[config.mk]
export PLATFORM = sky130hd
export DESIGN_NAME = display_top
export DESIGN_NICKNAME = d
export VERILOG_FILES = /design/src/design/display_pkg.sv /design/src/design/bcd_if.sv /design/src/design/seven_seg_decoder.sv /design/src/design/bin2bcd_converter.sv /design/src/design/display_scanner.sv /design/src/design/display_top.sv
export SDC_FILE = /design/constraint.sdc
export NUM_CORES = 1
export LEC_CHECK = 0
export BUFFER_PORTS_ARGS = -buffer_cell sky130_fd_sc_hd__buf_2
export CAP_MARGIN = 25
export CELL_PAD_IN_SITES_DETAIL_PLACEMENT = 0
export CELL_PAD_IN_SITES_GLOBAL_PLACEMENT = 1
export CORE_ASPECT_RATIO = 0.8
export CORE_MARGIN = 3
export CORE_UTILIZATION = 27
export DETAILED_ROUTE_END_ITERATION = 10
export PLACE_DENSITY_LB_ADDON = 0.1
export SYNTH_ARGS = -nofsm -noshare
export SYNTH_HDL_FRONTEND = slang
export SYNTH_SLANG_ARGS = --single-unit
[constraint.sdc]
create_clock -name CLK -period 4.3 [get_ports CLK]
set_clock_uncertainty 0.1 [all_clocks]
set_input_delay 0 -clock CLK [delete_from_list [all_inputs] [get_ports CLK]]
set_output_delay 0 -clock CLK [all_outputs]
set_load 0.01 [all_outputs]
[src/design/display_pkg.sv]
// sizes, timing constants and types shared by the seven-segment display design
// referenced by scoped names from every design and testbench file

package display_pkg;

	localparam int NUM_DIGITS     = 4;
	localparam int VALUE_WIDTH    = 16;
	localparam int MAX_DISPLAY    = 9999;
	localparam int CONVERT_CYCLES = 16; // one shift per input bit
	localparam int SCAN_TICKS     = 8; // short so a full scan fits in a quick simulation

	localparam int ACC_DIGITS        = NUM_DIGITS + 1; // extra digit catches overflow
	localparam int COUNT_WIDTH       = $clog2(CONVERT_CYCLES + 1);
	localparam int SCAN_TICK_WIDTH   = $clog2(SCAN_TICKS);
	localparam int DIGIT_INDEX_WIDTH = $clog2(NUM_DIGITS);

	typedef logic [3:0] bcd_digit_t;

	// index 0 is the least significant digit
	typedef bcd_digit_t [NUM_DIGITS-1:0] bcd_digits_t;

	// bit 0 is segment a, bit 6 is segment g, active high
	typedef logic [6:0] seg_t;

	localparam bcd_digit_t BCD_BLANK = 4'hf; // any code above 9 decodes to blank

	localparam seg_t SEG_BLANK = 7'b000_0000;
	localparam seg_t SEG_DASH  = 7'b100_0000; // middle bar only

endpackage

[src/design/bcd_if.sv]
// carries converted decimal digits from the converter to the scanner
// digits and overflow are valid while done is high and held until the next done

`timescale 1ns/1ps

interface bcd_if;

	display_pkg::bcd_digits_t digits; // low four decimal digits
	logic overflow; // value above what four digits can show
	logic done; // one-cycle strobe, new result
	logic busy; // conversion in progress

	modport source (
		output digits,
		output overflow,
		output done,
		output busy
	);

	modport sink (
		input digits,
		input overflow,
		input done
	);

endinterface

[src/design/seven_seg_decoder.sv]
// maps one decimal digit to its seven-segment pattern
// codes above nine give an unlit digit, which the scanner uses for blanking

`timescale 1ns/1ps

module seven_seg_decoder (
	input  display_pkg::bcd_digit_t digit,
	output display_pkg::seg_t pattern
);

	always_comb begin
		case (digit)
			4'd0: begin
				pattern = 7'b011_1111; // a b c d e f
			end
			4'd1: begin
				pattern = 7'b000_0110; // b c
			end
			4'd2: begin
				pattern = 7'b101_1011; // a b d e g
			end
			4'd3: begin
				pattern = 7'b100_1111; // a b c d g
			end
			4'd4: begin
				pattern = 7'b110_0110; // b c f g
			end
			4'd5: begin
				pattern = 7'b110_1101; // a c d f g
			end
			4'd6: begin
				pattern = 7'b111_1101; // a c d e f g
			end
			4'd7: begin
				pattern = 7'b000_0111; // a b c
			end
			4'd8: begin
				pattern = 7'b111_1111; // everything lit
			end
			4'd9: begin
				pattern = 7'b110_1111; // a b c d f g
			end
			default: begin
				pattern = display_pkg::SEG_BLANK; // blank code and unused codes
			end
		endcase
	end

endmodule

[src/design/bin2bcd_converter.sv]
// sequential binary to BCD converter using shift and add-three
// a load while idle starts a conversion, done pulses once the digits are ready

`timescale 1ns/1ps

module bin2bcd_converter (
	input  logic CLK,
	input  logic reset,
	input  logic [display_pkg::VALUE_WIDTH-1:0] value,
	input  logic load,
	bcd_if.source out_bcd
);

	logic busy; // conversion running
	logic done_pulse; // result strobe
	logic [display_pkg::COUNT_WIDTH-1:0] shift_count; // shifts done so far
	logic [display_pkg::VALUE_WIDTH-1:0] shift_reg; // binary bits still to go in
	logic [4*display_pkg::ACC_DIGITS-1:0] acc; // five digit BCD accumulator
	logic [4*display_pkg::ACC_DIGITS-1:0] acc_adjusted; // accumulator after add-three
	display_pkg::bcd_digits_t digits_out; // held result
	logic overflow_out;
	logic accept; // load taken this cycle
	logic shifting; // a shift happens this cycle
	logic finishing; // last cycle of the conversion

	assign accept    = load && !busy; // loads while busy are dropped
	assign shifting  = busy && (shift_count < display_pkg::COUNT_WIDTH'(display_pkg::CONVERT_CYCLES));
	assign finishing = busy && !shifting;

	// add three to every digit of five or more before it is doubled
	always_comb begin
		for (int i = 0; i < display_pkg::ACC_DIGITS; i++) begin
			if (acc[4*i +: 4] >= 4'd5) begin
				acc_adjusted[4*i +: 4] = acc[4*i +: 4] + 4'd3;
			end else begin
				acc_adjusted[4*i +: 4] = acc[4*i +: 4];
			end
		end
	end

	// control state
	always_ff @(posedge CLK) begin
		if (reset) begin
			busy        <= 1'b0;
			done_pulse  <= 1'b0;
			shift_count <= '0;
		end else begin
			done_pulse <= 1'b0;
			if (accept) begin
				busy        <= 1'b1;
				shift_count <= '0;
			end else if (shifting) begin
				shift_count <= shift_count + 1'b1;
			end else if (finishing) begin
				busy       <= 1'b0; // falls together with done
				done_pulse <= 1'b1;
			end
		end
	end

	// datapath, msb of the value enters the accumulator first
	always_ff @(posedge CLK) begin
		if (accept) begin
			shift_reg <= value;
			acc       <= '0;
		end else if (shifting) begin
			acc       <= {acc_adjusted[4*display_pkg::ACC_DIGITS-2:0],
				shift_reg[display_pkg::VALUE_WIDTH-1]};
			shift_reg <= {shift_reg[display_pkg::VALUE_WIDTH-2:0], 1'b0};
		end else if (finishing) begin
			digits_out   <= display_pkg::bcd_digits_t'(acc[4*display_pkg::NUM_DIGITS-1:0]);
			overflow_out <= |acc[4*display_pkg::ACC_DIGITS-1 -: 4]; // fifth digit set
		end
	end

	assign out_bcd.digits   = digits_out;
	assign out_bcd.overflow = overflow_out;
	assign out_bcd.done     = done_pulse;
	assign out_bcd.busy     = busy;

endmodule

[src/design/display_scanner.sv]
// multiplexes four latched digits onto one set of segment lines
// blanks leading zeros and shows dashes when the value does not fit

`timescale 1ns/1ps

module display_scanner (
	input  logic CLK,
	input  logic reset,
	bcd_if.sink in_bcd,
	output display_pkg::seg_t segment,
	output logic [display_pkg::NUM_DIGITS-1:0] anode
);

	display_pkg::bcd_digits_t digits_latched; // digits on show
	logic overflow_latched;
	logic shown; // set after the first result arrives
	logic [display_pkg::SCAN_TICK_WIDTH-1:0] tick_count; // cycles in the current slot
	logic [display_pkg::DIGIT_INDEX_WIDTH-1:0] digit_index; // selected digit
	logic [display_pkg::NUM_DIGITS-1:0] lead_zero; // digit and all above it are zero
	display_pkg::bcd_digit_t digit_code; // decoder input after blanking
	display_pkg::seg_t digit_pattern;

	// scan timing runs from reset whether or not anything is shown
	always_ff @(posedge CLK) begin
		if (reset) begin
			tick_count  <= '0;
			digit_index <= '0;
			shown       <= 1'b0;
		end else begin
			if (tick_count == display_pkg::SCAN_TICK_WIDTH'(display_pkg::SCAN_TICKS - 1)) begin
				tick_count <= '0;
				if (digit_index ==
					display_pkg::DIGIT_INDEX_WIDTH'(display_pkg::NUM_DIGITS - 1)) begin
					digit_index <= '0;
				end else begin
					digit_index <= digit_index + 1'b1;
				end
			end else begin
				tick_count <= tick_count + 1'b1;
			end
			if (in_bcd.done) begin
				shown <= 1'b1;
			end
		end
	end

	always_ff @(posedge CLK) begin
		if (in_bcd.done) begin
			digits_latched   <= in_bcd.digits;
			overflow_latched <= in_bcd.overflow;
		end
	end

	// digit 0 is never blanked, so a zero value still shows one digit
	always_comb begin
		logic all_zero;
		lead_zero[0] = 1'b0;
		for (int i = 1; i < display_pkg::NUM_DIGITS; i++) begin
			all_zero = 1'b1;
			for (int j = i; j < display_pkg::NUM_DIGITS; j++) begin
				if (digits_latched[j] != 4'd0) begin
					all_zero = 1'b0;
				end
			end
			lead_zero[i] = all_zero;
		end
	end

	always_comb begin
		if (lead_zero[digit_index]) begin
			digit_code = display_pkg::BCD_BLANK;
		end else begin
			digit_code = digits_latched[digit_index];
		end
	end

	seven_seg_decoder i_decoder (
		.digit   (digit_code),
		.pattern (digit_pattern)
	);

	always_comb begin
		anode = '0;
		if (shown) begin
			anode[digit_index] = 1'b1; // one-hot select
		end
	end

	always_comb begin
		if (!shown) begin
			segment = display_pkg::SEG_BLANK;
		end else if (overflow_latched) begin
			segment = display_pkg::SEG_DASH; // too large for four digits
		end else begin
			segment = digit_pattern;
		end
	end

endmodule

[src/design/display_top.sv]
// four digit seven-segment display top level
// value is loaded with a one-cycle strobe and accepted only while ready is high

`timescale 1ns/1ps

module display_top (
	input  logic CLK,
	input  logic reset,
	input  logic [display_pkg::VALUE_WIDTH-1:0] value,
	input  logic load,
	output display_pkg::seg_t segment,
	output logic [display_pkg::NUM_DIGITS-1:0] anode, // one-hot, digit 0 is least significant
	output logic ready
);

	bcd_if bcd_link ();

	bin2bcd_converter i_converter (
		.CLK     (CLK),
		.reset   (reset),
		.value   (value),
		.load    (load),
		.out_bcd (bcd_link.source)
	);

	display_scanner i_scanner (
		.CLK     (CLK),
		.reset   (reset),
		.in_bcd  (bcd_link.sink),
		.segment (segment),
		.anode   (anode)
	);

	assign ready = ~bcd_link.busy; // loads are dropped while converting

endmodule

After elaboration in Yosys (flattened, before gate mapping):

Memories as Yosys holds them, arrays and structs flattened.
Index checks and enable logic that the tools add are counted.

* add/subtract/negate cells: 8
* order comparisons: 8
* equal/unequal tests: 3
* mux-type cells: 28
* bitwise logic cells: 3
* reduce and logical (&&, ||, !) cells: 17

Operators by type and width (count)
* $mux 16: 2
* $mux 4: 7
* $ge 4x3->1 const B: 5
* $add 4x2->4 const B: 4
* $mux 7: 2
* $mux 1: 12
* $reduce_bool 4->1: 3
* $bmux 4 s2: 1
* $add 5x1->5 const B: 1
* $lt 5x5->1 const B: 1
* $logic_and 1x1->1: 4
* $reduce_bool 2->1: 2
* $reduce_or 2->1: 2
* $reduce_or 4->1: 1
* $add 3x1->3 const B: 1
* $add 3x2->3 const B: 1
* $eq 3x3->1 const B: 1
* $lt 2x3->1 const B: 1
* $mux 3: 1
* $not 1->1: 3
* $reduce_and 3->1: 1
* $reduce_or 3->1: 1
* $add 2x1->2 const B: 1
* $bmux 1 s2: 1
* other kinds (7): 8

* flip-flop bits (word level): 83
* memory bits (read-only): 112
* output and inout port bits: 12
* memories kept: 1

Memories
* (name not given): depth 16, bits a word 7, read ports 1, clocked after Yosys merged registers in 0, write ports 0, RTL line seven_seg_decoder.sv:12 `case (digit)`

Logic depth before layout (Yosys ltp):

An unclocked memory read counts as a cell.

* depth after elaboration: 10
* mapped depth: 11
* mapped depth without buffers: 10

By module:

Synthesis repeated with hierarchy kept, for this count alone.

* cell total of the unflattened synthesis: 301
* area, all modules: 3856.2 um^2

By module, submodules not included
* bin2bcd_converter: instances 1, cells an instance 202, area an instance 2608.8 um^2, seq. area each 1531.5 um^2
* display_scanner: instances 1, cells an instance 70, area an instance 1023.5 um^2, seq. area each 630.6 um^2
* seven_seg_decoder: instances 1, cells an instance 28, area an instance 220.2 um^2, seq. area each 0.0 um^2
* display_top: instances 1, cells an instance 1, area an instance 3.8 um^2, seq. area each 0.0 um^2

Worst setup path after synthesis:

Ideal clock, no wire load.

* path kind: register -> output
* start point: register i_scanner.digit_index[0] (netlist bit)
* end point: output port segment[6]
* arrival time: 2122 ps
* slack: 2078 ps
* stages on the path, launching flop included: 9
* path buffers: 1
* cell sequence: dfxtp_1 -> buf_6 -> mux4_1 -> nor2_1 -> inv_1 -> ha_1 -> nor3_1 -> nor4_1 -> a211oi_1

* longest elaborated chain between the ends: 6

Ends and longest elaborated chain
* from (decl): RTL line display_scanner.sv:18 `logic [display_pkg::DIGIT_INDEX_WIDTH-1:0] digit_index;`
* from (signal assigned): RTL line display_scanner.sv:36 `digit_index <= digit_index + 1'b1;`
* $bmux 4 s2 or $bmux 1 s2 (tied branches): RTL line display_scanner.sv:73, display_scanner.sv:70
* $mux 4 (not written as such) or $mux 1 (tied branches): RTL line display_scanner.sv:73, display_scanner.sv:70
* $mux 4 (*): RTL line display_scanner.sv:70 `if (lead_zero[digit_index]) begin`
* $mem_v2 16x7 (*)
* $mux 7 (*): RTL line display_scanner.sv:92 `end else if (overflow_latched) begin`
* $mux 7 (*): RTL line display_scanner.sv:90 `if (!shown) begin`
* to (decl): RTL line display_top.sv:11 `output display_pkg::seg_t segment,`

Every way passes the cells marked *; elsewhere a longest branch is shown, timed or not. The select of a mux whose other input is x is not followed.

Worst setup path after layout:

Same ends and word-level chain as after synthesis.

==> flow_summary.yaml <==
outcome:
  status: "finished clean"
finish:
  top_register: "i_converter.acc"
  syn_to_final_growth_pct: 22.8
  largest_reg_flops: 20
  num-fill-cells: 1326
  drive_above_1_share: 0.194
  design.final.nets: 388
  antenna_cells: 0
  design_area_sq_um: 4500
placed_design:
  place_congestion: 0.710
  io_buffer_count: 30
  dpl_cell_area_sq_um: 4030
  hpwl_microns: 5070
timing:
  rsz0062_at_grt: "no"
  hold_violations: 0
  worst_slew_pin_slew_ns: 0.825
  fmax_mhz: 345
  tns_ns: 0
  period_needed_ns: 2.90
  drv_slew: 0
  relSlewSlack: 0.450
  setup_viol_count_final: 0
  period_share: 0.674
die:
  pin_count: 31
  start_util: 0.281
  die_w_microns: 136
  dieArea_sq_um: 15000
  row_count: 37
  core_area_sq_um: 13100
  die_h_microns: 110
yosys:
  ys_seq_area_frac: 0.590
  synth.area.top_cells: "edfxtp_1 (41%), dfxtp_1 (18%), ha_1 (7.8%), mux2_2 (4.6%), a21oi_1 (2.2%)"
  synth-async-reset-ratio: 0
  synth-main-ff-cell: "edfxtp_1"
  synth_top_area_cell: "edfxtp_1"
  yosysUniqueCellTypes: 39
  synth_top_cell_area_share: 0.409
  synth-seq-cells: 83
  syn-cell-area_sq_um: 3670
  yosysWarnings: 0
  syn_nets: 337
  syn_inst: 295
  synth_area_per_cell_sq_um: 12.4
  synth-edff-count: 50
critical_path:
  cpPeakStageDelay_ns: 0.64
  arrival_ns: 2.80
  startpoint_type: "flop"
  cp_cell_sequence: "mux4_1 > nor2_1 > inv_1 > ha_1 > nor3_1 > nor4_1 > a211oi_1 > buf_2"
  worst-path-buf-inv: 2
  worst_setup_path_end_kind: "output pin"
  critPathKind: "flop to output pin"
  cp_slowest_cell: "mux4_1"
  cp_max_fo: 10
  cp.required_ns: 4.20
  crit_family: "multiplexers"
cts:
  max-clock-path-buffers: 2
  htreeDepth: 3
  numCtsBuffers: 9
  cts.sinks: 83
  cts-root-buf: "clkbuf_16"
  clk_pin_slew_ns: 0.06
  post_cts_resize_count: 0
  cts_tree: "yes"
  insertion_delay_ns: 0.34
power:
  switching_share: 0.215
  comb_power_share: 0.070
  p_leak_nw: 1.70
  power_w: 0.00178
  ir_worst_vdd_mv: 0.182
  p_seq_frac: 0.503
  power_density_nw_per_um2: 395
  switchingPower_w: 0.000382
  p_int_w: 0.00140
  p_clk_frac: 0.427
global_routing:
  antenna_found_initial: 0
  grt_overflow: 0
  grt_pass1_wl_microns: 12100
  first_global_vias: 2367
  grt_max_degree: 27
  track_usage: 0.106
drt:
  via_per_inst: 4.43
  route.antenna.remaining_nets: 0
  vias: 2332
  drc: 0
  firstDrtPassIters: 4
  routed_wl_microns: 7180
  initialDrtViolationCount: 84
  drt-wirelength-per-cell_microns: 13.6
min_path:
  hp-class: "input pin to flop"
job:
  drv_cap: 0
-- worst paths after layout --
check                                              startpoint                           to  slack (ns)  cells after the start
worst min-delay path                                     load     i_converter.out_bcd.busy        0.11                      4
worst min register to register  i_converter.out_bcd.digits[8]  i_scanner.digits_latched[8]        0.31                      0
worst max register to register       i_converter.out_bcd.busy    i_converter.shift_reg[13]        2.06                      6
worst max-delay path                 i_scanner.digit_index[0]                   segment[6]        1.40                      8
-- repair_timing --
action,in CTS,in global routing
endpoints found under the hold margin,29,0
buffers inserted,0,0
hold buffers,17,0
-- placed cells by master (no fill, tap or decap), drive strengths merged, types with 4 or more instances in the layout --
cell type    count
a21oi           16
a22o             5
and2             7
buf             33
clkbuf          12
clkinv           4
dfxtp           33
dlygate4sd3     17
edfxtp          50
ha              23
inv             20
mux2            15
mux2i            5
nand2           13
nand2b           7
nand3            5
nor2            17
nor3             9
o21ai           16
o22ai            5
o32ai            4
xnor2            5
xor2             5
-- metal layers --
layer	track usage	up-vias	wire length [microns]	part of all wire
met5	0	-	0	0
met4	0.0388	0	116	0.016
met3	0.0345	11	216	0.030
met2	0.157	21	3190	0.44
met1	0.145	1125	3650	0.51
li1	-	1175	-	-
-- Yosys cell counts, types with 2 or more instances --
library cell and instances:
a211oi_1 2, a21oi_1 16, a22o_1 5, and2_1 7, buf_1 2, buf_2 3
clkbuf_1 4, dfxtp_1 33, edfxtp_1 50, ha_1 23, inv_1 20, mux2_2 15
mux2i_1 5, mux4_2 2, nand2_1 13, nand2b_1 7, nand3_1 5, nand4_1 2
nor2_1 17, nor2b_1 2, nor3_1 9, nor3b_1 2, o211ai_1 3, o21ai_0 14
o21ba_1 2, o22ai_1 5, o31ai_1 2, o32ai_1 4, or4_1 3, xnor2_1 5
xor2_1 5
-- kinds of logic after synthesis --
| logic type | share of synthesized area |
|---|---|
| AND/OR/NAND/NOR | 0.0965 |
| adder cells (fa/ha/maj) | 0.0785 |
| XOR/XNOR | 0.0239 |
| AO/OA/AOI/OAI | 0.0986 |
| flip-flops | 0.590 |
| multiplexers | 0.0792 |
| buffers and inverters | 0.0338 |
-- worst min-delay path, delay by kind of cell --
| family | cells | cell delay [ns] |
|---|---|---|
| buffers and inverters | 1 | 0.08 |
| and+or+nand+nor | 3 | 0.43 |
-- area by class of cell --
cell class	count	area (sq um)	share of cell area
multi-input cells	182	1380	0.307
clock buffers	12	279	0.0620
inverters	20	75.1	0.0167
well taps	175	219	0.0486
repair buffers	50	363	0.0806
clock inverters	4	20.0	0.00445
flip-flops and latches	83	2160	0.480
-- power groups by stage --
stage	registers (W)	logic [W]	clock network [W]
after floorplan	0.000907	0.0000787	0
after global placement	0.000914	0.000110	0
after detailed placement	0.000914	0.000116	0
after CTS	0.000896	0.000128	0.000789
after global routing	0.000901	0.000143	0.000815
final	0.000896	0.000125	0.000760
-- stage by stage --
step / util / setup WS [ns] / hold WS (ns) / cells
floorplan: - / 2.08 / -0.0284 / 295
global placement: 0.307 / 1.79 / 0.181 / 492
detailed placement: 0.309 / 1.71 / 0.186 / 493
CTS: 0.345 / 1.33 / 0.113 / 526
global route: 0.345 / 1.11 / 0.164 / 526
finish: 0.345 / 1.40 / 0.114 / 526
No activity file was read; power rests on OpenSTA's default activity.
